===== config.mk =====
export PLATFORM = sky130hd
export DESIGN_NAME = lsu_port_flat
export DESIGN_NICKNAME = d
export VERILOG_FILES = /design/src/fetch_pkg.sv /design/src/mem_bus_if.sv /design/src/lsu_port.sv /design/src/flat_wrapper.sv
export SDC_FILE = /design/constraint.sdc
export NUM_CORES = 1
export LEC_CHECK = 0
export BUFFER_PORTS_ARGS = -buffer_cell sky130_fd_sc_hd__buf_2
export CAP_MARGIN = 15
export CORE_ASPECT_RATIO = 0.7
export CORE_UTILIZATION = 45
export DETAILED_ROUTE_END_ITERATION = 12
export PLACE_DENSITY = 0.84
export SYNTH_ARGS = -nofsm -noshare
export SYNTH_HDL_FRONTEND = slang
export SYNTH_SLANG_ARGS = --single-unit
export TNS_END_PERCENT = 30

===== constraint.sdc =====
create_clock -name clk -period 11.3 [get_ports clk]
set_input_delay 2.825 -clock clk [delete_from_list [all_inputs] [get_ports clk]]
set_output_delay 2.825 -clock clk [all_outputs]
set_load 0.01 [all_outputs]

===== src/fetch_pkg.sv =====
package fetch_pkg;

    // Bus payload
    localparam int ADDR_WIDTH = 32;
    localparam int DATA_WIDTH = 32;

    // Instruction cache geometry, one word per line
    localparam int CACHE_LINES  = 16;
    localparam int OFFSET_WIDTH = 2;                      // Byte offset within a word
    localparam int INDEX_WIDTH  = $clog2(CACHE_LINES);
    localparam int TAG_WIDTH    = ADDR_WIDTH - INDEX_WIDTH - OFFSET_WIDTH;

    // Main memory
    localparam int MEM_WORDS       = 1024;
    localparam int MEM_INDEX_WIDTH = $clog2(MEM_WORDS);   // Word index, addr[11:2]
    localparam int MEM_LATENCY     = 3;                   // Accept to rsp_valid
    localparam int LAT_CNT_WIDTH   = $clog2(MEM_LATENCY + 1);

endpackage


===== src/mem_bus_if.sv =====
interface mem_bus_if;

    logic                            req_valid;
    logic                            req_ready;
    logic                            write;       // 1 = store, 0 = load
    logic [fetch_pkg::ADDR_WIDTH-1:0] addr;        // Byte address
    logic [fetch_pkg::DATA_WIDTH-1:0] wdata;

    logic                            rsp_valid;   // One-cycle pulse, no ready
    logic [fetch_pkg::DATA_WIDTH-1:0] rdata;

    modport master (
        output req_valid,
        input  req_ready,
        output write,
        output addr,
        output wdata,
        input  rsp_valid,
        input  rdata
    );

    modport slave (
        input  req_valid,
        output req_ready,
        input  write,
        input  addr,
        input  wdata,
        output rsp_valid,
        output rdata
    );

endinterface


===== src/lsu_port.sv =====
module lsu_port (
    input  logic                            clk,
    input  logic                            rst,

    input  logic                            ls_valid,
    output logic                            ls_ready,
    input  logic                            ls_write,
    input  logic [fetch_pkg::ADDR_WIDTH-1:0] ls_addr,
    input  logic [fetch_pkg::DATA_WIDTH-1:0] ls_wdata,
    output logic                            ls_rsp_valid,
    output logic [fetch_pkg::DATA_WIDTH-1:0] ls_rdata,

    mem_bus_if.master                       bus
);

    logic full;          // Request held until its response returns
    logic req_pending;   // Request not yet taken by the bus
    logic write_q;
    logic ls_accept;

    assign ls_ready  = !full;
    assign ls_accept = ls_valid && ls_ready;

    assign bus.req_valid = req_pending;
    assign bus.write     = write_q;

    always_ff @(posedge clk or posedge rst) begin
        if (rst) begin
            full         <= 1'b0;
            req_pending  <= 1'b0;
            ls_rsp_valid <= 1'b0;
        end else begin
            ls_rsp_valid <= bus.rsp_valid;
            if (ls_accept) begin
                full        <= 1'b1;
                req_pending <= 1'b1;
            end else if (bus.req_valid && bus.req_ready) begin
                req_pending <= 1'b0;
            end else if (bus.rsp_valid) begin
                full <= 1'b0;
            end
        end
    end

    always_ff @(posedge clk) begin
        if (ls_accept) begin
            write_q   <= ls_write;
            bus.addr  <= ls_addr;
            bus.wdata <= ls_wdata;
        end
        if (bus.rsp_valid) begin
            ls_rdata <= write_q ? '0 : bus.rdata;   // Store gets a plain ack
        end
    end

endmodule


===== src/flat_wrapper.sv =====
// flat-port wrapper written by rule: the top's interface ports become plain ports
module lsu_port_flat 
  (clk, rst, ls_valid, ls_ready, ls_write, ls_addr, ls_wdata, ls_rsp_valid, ls_rdata, bus_req_valid, bus_req_ready, bus_write, bus_addr, bus_wdata, bus_rsp_valid, bus_rdata);
  mem_bus_if bus_i ();
  input  logic clk;
  input  logic rst;
  input  logic ls_valid;
  output logic ls_ready;
  input  logic ls_write;
  input  logic [fetch_pkg::ADDR_WIDTH-1:0] ls_addr;
  input  logic [fetch_pkg::DATA_WIDTH-1:0] ls_wdata;
  output logic ls_rsp_valid;
  output logic [fetch_pkg::DATA_WIDTH-1:0] ls_rdata;
  output wire logic [$bits(bus_i.req_valid)-1:0] bus_req_valid;
  input wire logic [$bits(bus_i.req_ready)-1:0] bus_req_ready;
  output wire logic [$bits(bus_i.write)-1:0] bus_write;
  output wire logic [$bits(bus_i.addr)-1:0] bus_addr;
  output wire logic [$bits(bus_i.wdata)-1:0] bus_wdata;
  input wire logic [$bits(bus_i.rsp_valid)-1:0] bus_rsp_valid;
  input wire logic [$bits(bus_i.rdata)-1:0] bus_rdata;
  assign bus_req_valid = bus_i.req_valid;
  assign bus_i.req_ready = bus_req_ready;
  assign bus_write = bus_i.write;
  assign bus_addr = bus_i.addr;
  assign bus_wdata = bus_i.wdata;
  assign bus_i.rsp_valid = bus_rsp_valid;
  assign bus_i.rdata = bus_rdata;
  lsu_port u_core (.clk(clk), .rst(rst), .ls_valid(ls_valid), .ls_ready(ls_ready), .ls_write(ls_write), .ls_addr(ls_addr), .ls_wdata(ls_wdata), .ls_rsp_valid(ls_rsp_valid), .ls_rdata(ls_rdata), .bus(bus_i));
endmodule

* Word level (Yosys, flattened, before mapping)
Index checks and enable logic that the tools add are counted.
** Word-level totals
- Input port bits :: 102
- Output and inout port bits :: 100
- Logic and storage cells :: 19
- Flip-flop bits (word level) :: 100
** Operators by class
- Muxes and demuxes :: 5
- Equality and inequality tests :: 1
- Reduce and logical (&&, ||, !) cells :: 6
** Operator list (count)
- $mux 1 :: 5
- $reduce_bool 2->1 :: 2
- $logic_and 1x1->1 :: 2
- $ne 2x1->1 const B :: 1
- $reduce_and 2->1 :: 1
- $logic_not 1->1 :: 1

* Depth between registers and ports, before layout
- Word-level depth :: 4
- Mapped depth :: 2
- Depth with buffers taken out :: 2

* Least setup slack after synthesis
No wires, ideal clock.
- Kind :: input-to-reg
- Start :: input ls_valid
- End :: register u_core.bus.addr[0] (enable)
- Setup time :: 0.498 ns
- Cell stages on the path :: 1
- Data arrival time :: 5.715 ns
- Data required time :: 10.802 ns
- Buffers on the path :: 0
- Path slack :: 5.088 ns
- Path through :: nor2b_1
** On the way
- Word-level cells in the longest chain between the ends :: 1
** RTL lines
- from (decl) :: RTL line flat_wrapper.sv:7 : input logic ls_valid;
- $logic_and 1x1->1 :: RTL line lsu_port.sv:22 : assign ls_accept = ls_valid && ls_ready;
- to (signal assigned) :: RTL line lsu_port.sv:48 : bus.addr <= ls_addr;
- to (decl) :: RTL line mem_bus_if.sv:16 : output addr,
No other way between the ends.
A chain may end at the register's enable or synchronous reset.

* Final worst setup path
- Start :: register u_core.write_q, in the netlist u_core.bus.write
- End :: output bus_write
** RTL lines
- from (decl) :: RTL line lsu_port.sv:18 : logic write_q;
- from (signal assigned) :: RTL line lsu_port.sv:47 : write_q <= ls_write;
- to (decl) :: RTL line flat_wrapper.sv:16 : output wire logic [$bits(bus_i.write)-1:0] bus_write;
No word-level cell between the ends.

==> impl_metrics.json <==
{
  "cts_setup_buffers": 0,
  "wl_met2_mm": 3.27,
  "peakVddDrop_v": 0.0000966,
  "drive_gt1_frac": 0.609,
  "power_density_mw_per_mm2": 165,
  "r2r_end": "u_core.bus.addr[25]",
  "grt_use_total": 0.176,
  "cts-htree-levels": 3,
  "p_total_uw": 754,
  "grt_pass1_wl_mm": 9.60,
  "rsz0062_at_grt": "false",
  "timing.final.crit_share": 0.395,
  "place_area_sq_mm": 0.00437,
  "grt_max_degree": 42,
  "setup_violations": 0,
  "finalWirelength_mm": 6.56,
  "initial_core_util": 0.474,
  "synth-seq-cells": 100,
  "overflow": 0,
  "synth_warnings": 0,
  "netlist_area_sq_mm": 0.00325,
  "slowest_stage": "edfxtp_1",
  "cts_resized": 0,
  "dieArea_sq_mm": 0.00757,
  "end_kind": "primary output",
  "period_minus_slack_ps": 4470,
  "r2r-start": "u_core.full",
  "finalHoldViolCount": 0,
  "hold_path_depth": 1,
  "ant_nets": 0,
  "crit_arrival_ps": 1640,
  "status": "finished clean",
  "cts.clk_slew.worst_paths_ps": 90,
  "area_growth_pct": 40.6,
  "portBuffers": 201,
  "synth.distinct_cells": 9,
  "path_buf_inv": 1,
  "setup.worst_path.start_class": "flip-flop",
  "ios": 202,
  "first_global_vias": 1967,
  "hp-start": "u_core.bus.req_valid",
  "p_leak_nw": 1.98,
  "worstSetupPathType": "flip-flop to primary output",
  "critPathMaxFanout": 33,
  "maxCapViolations": 0,
  "drcViolationCount": 0,
  "fin_tns_setup_ps": 0,
  "skew_ps": 7.04,
  "worst_slew_pin_slew_ps": 993,
  "cp_slowest_stage_delay_ps": 1010,
  "first_iter_violations": 50,
  "cp-startpoint": "u_core.bus.write",
  "tritoncts": "done",
  "highest_layer": "met4",
  "dpl.hpwl_mm": 4.85,
  "ctsLongestPathBuffers": 2,
  "hp-class": "flip-flop to flip-flop",
  "synth_nets": 245,
  "gp_congestion": 0.726,
  "synth-seq-area-share": 0.920,
  "crit_required_ps": 8480,
  "fmax_mhz": 224,
  "antenna_found_initial": 0,
  "nets": 455,
  "final_area_sq_mm": 0.00457,
  "synthCells": 143,
  "clock_latency_ps": 360,
  "rr_worst_depth": 2,
  "post_drt_wl_per_cell_um": 14.5,
  "num_rows": 25,
  "diodes": 0,
  "relSlewSlack": 0.338,
  "hold_buffers": 0,
  "vias": 2003,
  "critical-path-top-delay-family": "flip-flops",
  "cts_sinks": 100,
  "r2r_slack_ps": 9280,
  "hold_end": "u_core.bus.req_valid",
  "drv_slew": 0,
  "vias_per_cell": 4.43,
  "die_h_um": 73.1,
  "numCtsBuffers": 9,
  "cts_root_buf": "clkbuf_8",
  "whs_ps": 532,
  "dr_wl_met3_um": 568,
  "die_width_um": 104,
  "drt-met1-wl_mm": 2.64,
  "fillers": 492,
  "dr.pass1.iters": 4,
  "synth_area_per_cell_sq_um": 22.7,
  "core_sq_mm": 0.00685,
  "worstPathCellList": "buf_2"
}
[layout by cell type, fill, tap and decap left out, drive strengths merged, types with 2 or more instances in the layout]
master	instances
inv	3
buf	202
nor2b	33
edfxtp	97
clkbuf	11
dfrtp	3
clkinv	2
clkinvlp	2
[layer usage]
layer  vias up  track usage
li1        946            -
met1       940        0.205
met2       109        0.295
met3         8       0.0786
met4         0       0.0628
met5         -            0
[state kept, by name, indices dropped and copies added (netlist names)]
register,cells
u_core.bus.addr,32
u_core.bus.wdata,32
u_core.ls_rdata,32
u_core.bus.req_valid,1
u_core.bus.write,1
u_core.full,1
u_core.ls_rsp_valid,1
[report_power, final]
group | switching, mW | total, mW | internal, mW | leakage (nW)
sequential | 0.00981 | 0.451 | 0.441 | 0.966
clock | 0.116 | 0.225 | 0.109 | 0.0957
combinational | 0.0437 | 0.0777 | 0.0341 | 0.914
[metrics by stage]
stage / util / std cells / setup slack [ps]
after detailed placement: 0.637 / 436 / 6780
final: 0.667 / 452 / 6830
after global routing: 0.667 / 452 / 6710
after floorplan: - / 143 / 5090
after CTS: 0.667 / 452 / 6790
after global placement: 0.637 / 436 / 6830
[cells in the mapped netlist, drive strengths merged]
library cell	instances	area [sq um]
edfxtp	97	2910
dfrtp	3	75.1
nor2	1	3.75
nor2b	33	206
inv	3	11.3
buf	3	22.5
a21o	1	7.51
nand2	1	3.75
a31oi	1	6.26
[area by class of cell]
| type | instances | area [sq um] | share of cell area |
|---|---|---|---|
| Multi-Input combinational cell | 37 | 235 | 0.0515 |
| Clock buffer | 11 | 141 | 0.0309 |
| Sequential cell | 100 | 2990 | 0.654 |
| Inverter | 3 | 11.3 | 0.00246 |
| Tap cell | 94 | 118 | 0.0257 |
| Timing Repair Buffer | 202 | 1010 | 0.222 |
| Clock inverter | 5 | 62.6 | 0.0137 |
[cells by family after synthesis]
kind of cell    synth area share
flops                      0.920
simple gates              0.0658
buf+inv                   0.0104
compound gates           0.00424
[worst max path at each step]
stage,cells past startpoint,to
2_1_floorplan,1,u_core.bus.addr[0]
3_3_place_gp,3,u_core.bus.addr[25]
3_5_place_dp,3,u_core.bus.addr[9]
4_1_cts,1,bus_write
5_1_grt,1,bus_write
6_report,1,bus_write
Note: power is estimated with default switching activity, not from simulation.
