File: src/fetch_pkg.sv
package fetch_pkg;

    // Bus payload
    localparam int ADDR_WIDTH = 32;
    localparam int DATA_WIDTH = 32;

    // Instruction cache geometry, one word per line
    localparam int CACHE_LINES  = 16;
    localparam int OFFSET_WIDTH = 2;                      // Byte offset within a word
    localparam int INDEX_WIDTH  = $clog2(CACHE_LINES);
    localparam int TAG_WIDTH    = ADDR_WIDTH - INDEX_WIDTH - OFFSET_WIDTH;

    // Main memory
    localparam int MEM_WORDS       = 1024;
    localparam int MEM_INDEX_WIDTH = $clog2(MEM_WORDS);   // Word index, addr[11:2]
    localparam int MEM_LATENCY     = 3;                   // Accept to rsp_valid
    localparam int LAT_CNT_WIDTH   = $clog2(MEM_LATENCY + 1);

endpackage

File: src/mem_bus_if.sv
interface mem_bus_if;

    logic                            req_valid;
    logic                            req_ready;
    logic                            write;       // 1 = store, 0 = load
    logic [fetch_pkg::ADDR_WIDTH-1:0] addr;        // Byte address
    logic [fetch_pkg::DATA_WIDTH-1:0] wdata;

    logic                            rsp_valid;   // One-cycle pulse, no ready
    logic [fetch_pkg::DATA_WIDTH-1:0] rdata;

    modport master (
        output req_valid,
        input  req_ready,
        output write,
        output addr,
        output wdata,
        input  rsp_valid,
        input  rdata
    );

    modport slave (
        input  req_valid,
        output req_ready,
        input  write,
        input  addr,
        input  wdata,
        output rsp_valid,
        output rdata
    );

endinterface

File: src/icache.sv
module icache (
    input  logic                            clk,
    input  logic                            rst,

    input  logic                            fetch_valid,
    output logic                            fetch_ready,
    input  logic [fetch_pkg::ADDR_WIDTH-1:0] fetch_addr,
    output logic                            fetch_rsp_valid,
    output logic [fetch_pkg::DATA_WIDTH-1:0] fetch_rdata,

    mem_bus_if.master                       bus
);

    typedef enum logic [1:0] {
        IDLE,
        LOOKUP,
        REFILL
    } state_t;

    state_t state;

    logic [fetch_pkg::ADDR_WIDTH-1:0]  addr_q;
    logic [fetch_pkg::TAG_WIDTH-1:0]   tag_q;
    logic [fetch_pkg::INDEX_WIDTH-1:0] index_q;

    logic [fetch_pkg::TAG_WIDTH-1:0]   tag_array  [fetch_pkg::CACHE_LINES];
    logic [fetch_pkg::DATA_WIDTH-1:0]  data_array [fetch_pkg::CACHE_LINES];
    logic [fetch_pkg::CACHE_LINES-1:0] valid_bits;

    logic req_pending;
    logic hit;
    logic fetch_accept;
    logic refill_done;

    assign tag_q   = addr_q[fetch_pkg::ADDR_WIDTH-1 -: fetch_pkg::TAG_WIDTH];
    assign index_q = addr_q[fetch_pkg::OFFSET_WIDTH +: fetch_pkg::INDEX_WIDTH];

    assign fetch_ready  = (state == IDLE);
    assign fetch_accept = fetch_valid && fetch_ready;
    assign refill_done  = (state == REFILL) && bus.rsp_valid;

    assign hit = valid_bits[index_q] && (tag_array[index_q] == tag_q);

    // Refill is always a word-aligned read
    assign bus.req_valid = req_pending;
    assign bus.write     = 1'b0;
    assign bus.addr      = {addr_q[fetch_pkg::ADDR_WIDTH-1:fetch_pkg::OFFSET_WIDTH],
                            {fetch_pkg::OFFSET_WIDTH{1'b0}}};
    assign bus.wdata     = '0;

    always_ff @(posedge clk or posedge rst) begin
        if (rst) begin
            state           <= IDLE;
            req_pending     <= 1'b0;
            fetch_rsp_valid <= 1'b0;
        end else begin
            fetch_rsp_valid <= 1'b0;
            case (state)
                IDLE: begin
                    if (fetch_accept) begin
                        state <= LOOKUP;
                    end
                end
                LOOKUP: begin
                    if (hit) begin
                        fetch_rsp_valid <= 1'b1;
                        state           <= IDLE;
                    end else begin
                        req_pending <= 1'b1;        // Miss, go to memory
                        state       <= REFILL;
                    end
                end
                REFILL: begin
                    if (bus.req_valid && bus.req_ready) begin
                        req_pending <= 1'b0;
                    end
                    if (bus.rsp_valid) begin
                        fetch_rsp_valid <= 1'b1;
                        state           <= IDLE;
                    end
                end
                default: begin
                    state <= IDLE;
                end
            endcase
        end
    end

    always_ff @(posedge clk or posedge rst) begin
        if (rst) begin
            valid_bits <= '0;
        end else if (refill_done) begin
            valid_bits[index_q] <= 1'b1;
        end
    end

    // Address register, line arrays and read data
    always_ff @(posedge clk) begin
        if (fetch_accept) begin
            addr_q <= fetch_addr;
        end
        if (state == LOOKUP && hit) begin
            fetch_rdata <= data_array[index_q];
        end
        if (refill_done) begin
            tag_array[index_q]  <= tag_q;
            data_array[index_q] <= bus.rdata;
            fetch_rdata         <= bus.rdata;   // Forward refilled word
        end
    end

endmodule

File: src/flat_wrapper.sv
// flat-port wrapper written by rule: the top's interface ports become plain ports
module icache_flat 
  (clk, rst, fetch_valid, fetch_ready, fetch_addr, fetch_rsp_valid, fetch_rdata, bus_req_valid, bus_req_ready, bus_write, bus_addr, bus_wdata, bus_rsp_valid, bus_rdata);
  mem_bus_if bus_i ();
  input  logic clk;
  input  logic rst;
  input  logic fetch_valid;
  output logic fetch_ready;
  input  logic [fetch_pkg::ADDR_WIDTH-1:0] fetch_addr;
  output logic fetch_rsp_valid;
  output logic [fetch_pkg::DATA_WIDTH-1:0] fetch_rdata;
  output wire logic [$bits(bus_i.req_valid)-1:0] bus_req_valid;
  input wire logic [$bits(bus_i.req_ready)-1:0] bus_req_ready;
  output wire logic [$bits(bus_i.write)-1:0] bus_write;
  output wire logic [$bits(bus_i.addr)-1:0] bus_addr;
  output wire logic [$bits(bus_i.wdata)-1:0] bus_wdata;
  input wire logic [$bits(bus_i.rsp_valid)-1:0] bus_rsp_valid;
  input wire logic [$bits(bus_i.rdata)-1:0] bus_rdata;
  assign bus_req_valid = bus_i.req_valid;
  assign bus_i.req_ready = bus_req_ready;
  assign bus_write = bus_i.write;
  assign bus_addr = bus_i.addr;
  assign bus_wdata = bus_i.wdata;
  assign bus_i.rsp_valid = bus_rsp_valid;
  assign bus_i.rdata = bus_rdata;
  icache u_core (.clk(clk), .rst(rst), .fetch_valid(fetch_valid), .fetch_ready(fetch_ready), .fetch_addr(fetch_addr), .fetch_rsp_valid(fetch_rsp_valid), .fetch_rdata(fetch_rdata), .bus(bus_i));
endmodule
File: config.mk
export PLATFORM = sky130hd
export DESIGN_NAME = icache_flat
export DESIGN_NICKNAME = d
export VERILOG_FILES = /design/src/fetch_pkg.sv /design/src/mem_bus_if.sv /design/src/icache.sv /design/src/flat_wrapper.sv
export SDC_FILE = /design/constraint.sdc
export NUM_CORES = 1
export LEC_CHECK = 0
export ABC_AREA = 1
export BUFFER_PORTS_ARGS = -buffer_cell sky130_fd_sc_hd__buf_2
export CAP_MARGIN = 20
export CORE_MARGIN = 2
export CORE_UTILIZATION = 45
export CTS_BUF_LIST = sky130_fd_sc_hd__clkbuf_8
export DETAILED_ROUTE_END_ITERATION = 7
export HOLD_SLACK_MARGIN = 0.12
export SLEW_MARGIN = 10
export SYNTH_ARGS = -nofsm -noshare
export SYNTH_HDL_FRONTEND = slang
export SYNTH_SLANG_ARGS = --single-unit
File: constraint.sdc
create_clock -name clk -period 8 [get_ports clk]
set_input_delay 1.6 -clock clk [delete_from_list [all_inputs] [get_ports clk]]
set_output_delay 1.6 -clock clk [all_outputs]
set_load 0.005 [all_outputs]
* Word-level counts from Yosys, hierarchy flattened
Memory sizes are Yosys's and may differ from the RTL's. A register that Yosys moved wholly into a read port is not among the register bits.
Index checks and enable logic that the tools add are counted.
** Storage, ports and cells
- Memories :: 2
- Memory bits (writable) :: 928
- Bits in registers :: 52
- Bits of input ports :: 69
- Logic and storage cells :: 45
** Operators by class
- Mux-type cells :: 17
- Bitwise gates (word level) :: 1
- Equal/unequal tests :: 7
- Order comparisons :: 2
- Reductions and logical operators :: 11
** Memory list
- u_core.data_array :: depth 16, bits a word 32, rd ports 1, clocked after Yosys merged registers in 1, write ports 1, line icache.sv:27 : logic [fetch_pkg::DATA_WIDTH-1:0] data_array [fetch_pkg::CACHE_LINES];
- u_core.tag_array :: depth 16, bits a word 26, rd ports 1, clocked after Yosys merged registers in 1, write ports 1, line icache.sv:26 : logic [fetch_pkg::TAG_WIDTH-1:0] tag_array [fetch_pkg::CACHE_LINES];
** Operator list (count)
- $eq 26x26->1 :: 1
- $or 16x16->16 :: 1
- $mux 1 :: 8
- $ne 2x2->1 const B :: 4
- $logic_and 1x1->1 :: 6
- $mux 2 :: 3
- $pmux 2 s3 :: 1
- $lt 4x5->1 const B :: 1
- $bmux 1 s4 :: 1
- $demux 1 s4 :: 1
- $ge 4x1->1 const B :: 1
- $mux 4 :: 1
- $pmux 1 s2 :: 2
- $reduce_bool 2->1 :: 2
- $reduce_and 3->1 :: 1
- $eq 2x1->1 const B :: 1
- $eq 2x2->1 const B :: 1
- $logic_not 2->1 :: 1
- $reduce_and 2->1 :: 1

* Depth between registers and ports, before layout
- Depth after elaboration :: 5
- Gate-level depth with buffers :: 21

* Worst setup path before layout
OpenSTA, ideal clock, no wires.
- Kind :: input port to flip-flop
- Start :: input port bus_rsp_valid
- End :: memory u_core.data_array[11][0] (netlist name), enable pin
- Library setup time :: 475 ps
- Arrival :: 4722 ps
- Stages :: 5
- Path buffers :: 1
- Slack :: 2803 ps
- Path through :: nand2_1 -> inv_1 -> clkbuf_1 -> nand3_1 -> nor2_1
** Between the ends
- Word-level cells in the longest chain between the ends :: 3
** RTL lines
- from (decl) :: line flat_wrapper.sv:17 : input wire logic [$bits(bus_i.rsp_valid)-1:0] bus_rsp_valid;
- $logic_and 1x1->1 :: line icache.sv:40 : assign refill_done = (state == REFILL) && bus.rsp_valid;
- $mux 1 :: line icache.sv:105 : if (refill_done) begin
- $mux 1 (not written as such) :: line icache.sv:107 : data_array[index_q] <= bus.rdata;
- to (decl) :: line icache.sv:27
No other way between the ends.

* Worst setup path after layout
- Start :: register u_core.addr_q[3] (netlist name)
- End :: register u_core.fetch_rdata[29] (netlist name) (read register of u_core.data_array), enable pin
** Between the ends
- Word-level cells in the longest chain between the ends :: 5
** RTL lines
- from (decl) :: line icache.sv:22 : logic [fetch_pkg::ADDR_WIDTH-1:0] addr_q;
- from (signal assigned) :: line icache.sv:100 : addr_q <= fetch_addr;
- $bmux 1 s4 :: line icache.sv:42 : assign hit = valid_bits[index_q] && (tag_array[index_q] == tag_q);
- $mux 1 (not written as such) :: line icache.sv:42
- $logic_and 1x1->1 :: line icache.sv:42
- $logic_and 1x1->1 :: line icache.sv:102 : if (state == LOOKUP && hit) begin
- $reduce_bool 2->1 (no source line)
- to (decl) :: line icache.sv:9 : output logic [fetch_pkg::DATA_WIDTH-1:0] fetch_rdata,
Parallel ways exist; a longest one is shown, timed or not. The select of a mux whose other input is x is not followed.
A chain may end at the register's enable or synchronous reset.

==> results.json <==
{
  "clkSlewWorstSetupHoldPaths_ns": 0.06,
  "relSlewSlack_pct": 25.9,
  "timing.critical_path.from_type": "flip-flop",
  "peakVddDrop_v": 0.000181,
  "h-tree-depth": 4,
  "path_class": "reg -> reg",
  "grt-ovfl-total": 0,
  "vias": 25117,
  "final-setup-viol-count": 0,
  "violations": "design-rule violations",
  "rows": 109,
  "required_ns": 8.51,
  "routed_wl_um": 103000,
  "dieArea_um2": 91700,
  "yosysSeqAreaShare_pct": 75.4,
  "drtIter0Drc": 2459,
  "antenna_found_initial": 9,
  "hold_class": "reg -> reg",
  "period_minus_slack_ns": 4.52,
  "wl_per_cell_um": 22.4,
  "fillers": 7495,
  "fmax_ghz": 0.221,
  "worst_setup_path_end_kind": "flip-flop",
  "hpwl_um": 51300,
  "slew_violations": 0,
  "p_leak_nw": 16.3,
  "dr.pass1.iters": 7,
  "cts_num_sinks": 1014,
  "status": "finished, violations left",
  "die_x_um": 303,
  "synth_seq_cells": 1014,
  "reg2reg_depth": 16,
  "cts_root_buf": "clkbuf_8",
  "final_nets": 3343,
  "detail-route-antenna-nets": 0,
  "worstPathMaxFanout": 73,
  "die-height_um": 303,
  "clk_latency_ns": 0.83,
  "critPathArrivalTime_ns": 5.03,
  "grt_usage_pct": 22.4,
  "grt_max_degree": 95,
  "io_buffers": 131,
  "drive_gt1_share_pct": 13.4,
  "cts_setup_buffers": 0,
  "cts_resized": 0,
  "cts_hold_buf": 0,
  "avgSynthCellArea_um2": 13.0,
  "grt_pass1_vias": 24924,
  "pwr_density_cell_nw_per_um2": 291,
  "met1_length_um": 42500,
  "drc": 9,
  "areaGrowthSynthToFinish_pct": 12.2,
  "synth_warnings": 0,
  "top_layer": "met5",
  "wl_met3_um": 8030,
  "initial_core_util_pct": 45.4,
  "max_cap_violations": 0,
  "wl_met2_um": 48800,
  "coreArea_um2": 88500,
  "numCtsBuffers": 165,
  "cts.path.max_buffers": 3,
  "hold_depth": 2,
  "place.gp.congestion": 0.773,
  "fin_skew_ns": 0.0437,
  "fin_setup_tns_ns": 0,
  "drt-vias-per-instance": 5.49,
  "syn-cell-area_um2": 40200,
  "grt_pass1_wl_um": 152000,
  "synth_cells": 3086,
  "num_io_pins": 169,
  "tightest_slew_ns": 1.11,
  "hold_viol_final": 0,
  "cts_tree": "built",
  "period_share_pct": 56.5,
  "timing.hold.ws_ns": 0.460,
  "synth_cell_types": 32,
  "rsz0062_at_grt": "no"
}
-- placed cells by master, fill, tap and decap left out, types with 2 or more instances in the layout --
cell         n
a221oi_1    12
nand3b_1     4
dfxtp_2      2
conb_1      35
buf_4       57
dfrtp_1     20
inv_1      240
bufinv_16    5
a31oi_1     92
clkinv_1    34
clkinv_2    24
buf_2      131
clkinv_8     3
a22oi_1    128
o21ai_1     27
nand3_1    394
buf_12       6
diode_2      2
nand2_2      2
clkbuf_8   174
nor2_4      19
o21ai_0     78
nor4_1      20
a21oi_1     33
edfxtp_1   990
nor2_2       2
ha_1         3
inv_2        6
nor2_1     140
o211ai_1    28
inv_12       2
nand2_1    667
inv_6        3
inv_8        6
or2_2       10
-- cells in the mapped netlist (all sizes together) --
library cell | number | area share, %
o22ai | 1 | 0.016
nand4 | 1 | 0.016
clkinv | 5 | 0.047
conb | 1 | 0.0093
nand3 | 395 | 4.9
a21oi | 33 | 0.41
or2 | 10 | 0.16
nand3b | 4 | 0.075
edfxtp | 990 | 74
a221oi | 12 | 0.26
o21ai | 105 | 1.3
a22oi | 128 | 2.4
dfxtp | 4 | 0.20
nor2 | 161 | 1.5
a31oi | 92 | 1.4
ha | 3 | 0.093
nor4 | 20 | 0.31
buf | 122 | 2.2
inv | 193 | 1.8
o211ai | 28 | 0.52
dfrtp | 20 | 1.2
clkbuf | 89 | 0.83
nand2 | 669 | 6.2
-- layer usage --
metal	global-route usage, %	up-vias
met5	0	-
met4	8.73	12
met3	4.17	212
met2	36.3	1066
met1	30.0	12365
li1	-	11462
-- report_power, final --
part	internal [W]	switching, W	total, W
clock	0.00221	0.00208	0.00428
sequential	0.00613	0.000204	0.00633
combinational	0.000740	0.00178	0.00252
-- logic make-up after synthesis --
kind of cell             share of synthesized area, %
AND/OR/NAND/NOR                                  13.2
flip-flops                                       75.4
buffers and inverters                            4.91
AO/OA/AOI/OAI                                    6.34
adder cells (fa/ha/maj)                        0.0934
other                                         0.00933
-- registers in the layout (all words and copies together), names as in the netlist, named ones only --
signal	flops
u_core.valid_bits	16
u_core.bus.req_valid	1
u_core.fetch_rdata	32
u_core.state	2
u_core.fetch_rsp_valid	1
u_core.addr_q	30
u_core.data_array	512
u_core.tag_array	416
-- layout make-up --
class / count / area [um^2] / area share (%)
clock buffer: 174 / 2390 / 5.31
tap: 1165 / 1460 / 3.23
sequential: 1014 / 30300 / 67.2
clock inverter: 128 / 768 / 1.70
inverter: 198 / 751 / 1.66
multi-input combinational: 1697 / 8190 / 18.2
antenna: 2 / 5.00 / 0.0111
timing repair buffer: 195 / 1230 / 2.73
-- through the flow --
| step | cell area [um^2] | std cells | worst slack (ns) | total power (W) | util, % |
|---|---|---|---|---|---|
| detailed placement | 41900 | 4266 | 3.18 | 0.00895 | 47.3 |
| global placement | 41800 | 4264 | 3.18 | 0.00889 | 47.3 |
| CTS | 45000 | 4568 | 3.14 | 0.0132 | 50.9 |
| global route | 45100 | 4573 | 3.14 | 0.0138 | 51.0 |
| floorplan | 40300 | 3120 | 2.80 | 0.00817 | - |
| finish | 45100 | 4573 | 3.48 | 0.0131 | 51.0 |
-- worst paths after layout --
kind                                                        from                          endpoint  slack [ns]
worst max-delay path                  u_core.addr_q[3]$_DFFE_PP_  u_core.fetch_rdata[29]$_DFFE_PP_        3.48
max in group asynchronous                                    rst  u_core.valid_bits[9]$_DFFE_PP0P_        6.41
min in group asynchronous                                    rst  u_core.valid_bits[8]$_DFFE_PP0P_        1.03
worst min register to register  u_core.valid_bits[4]$_DFFE_PP0P_  u_core.valid_bits[4]$_DFFE_PP0P_        0.46
worst min-delay path            u_core.valid_bits[4]$_DFFE_PP0P_  u_core.valid_bits[4]$_DFFE_PP0P_        0.46
worst max register to register        u_core.addr_q[3]$_DFFE_PP_  u_core.fetch_rdata[29]$_DFFE_PP_        3.48
-- critical path, cell delays in order (launching register included) --
cell and delay, ns:
edfxtp_1 0.34, buf_4 0.70, inv_1 0.30, nor2_4 0.90, a21oi_1 0.14, nand2_1 0.11, nand2_1 0.05, nand2_1 0.10
nor2_1 0.07, a21oi_1 0.20, nand2_1 0.08, nor2_1 0.12, nand2_1 0.09, nor2_2 0.14, nand3_2 0.16, nand2_2 0.40
buf_12 0.27
(Power assumes the default switching activity.)
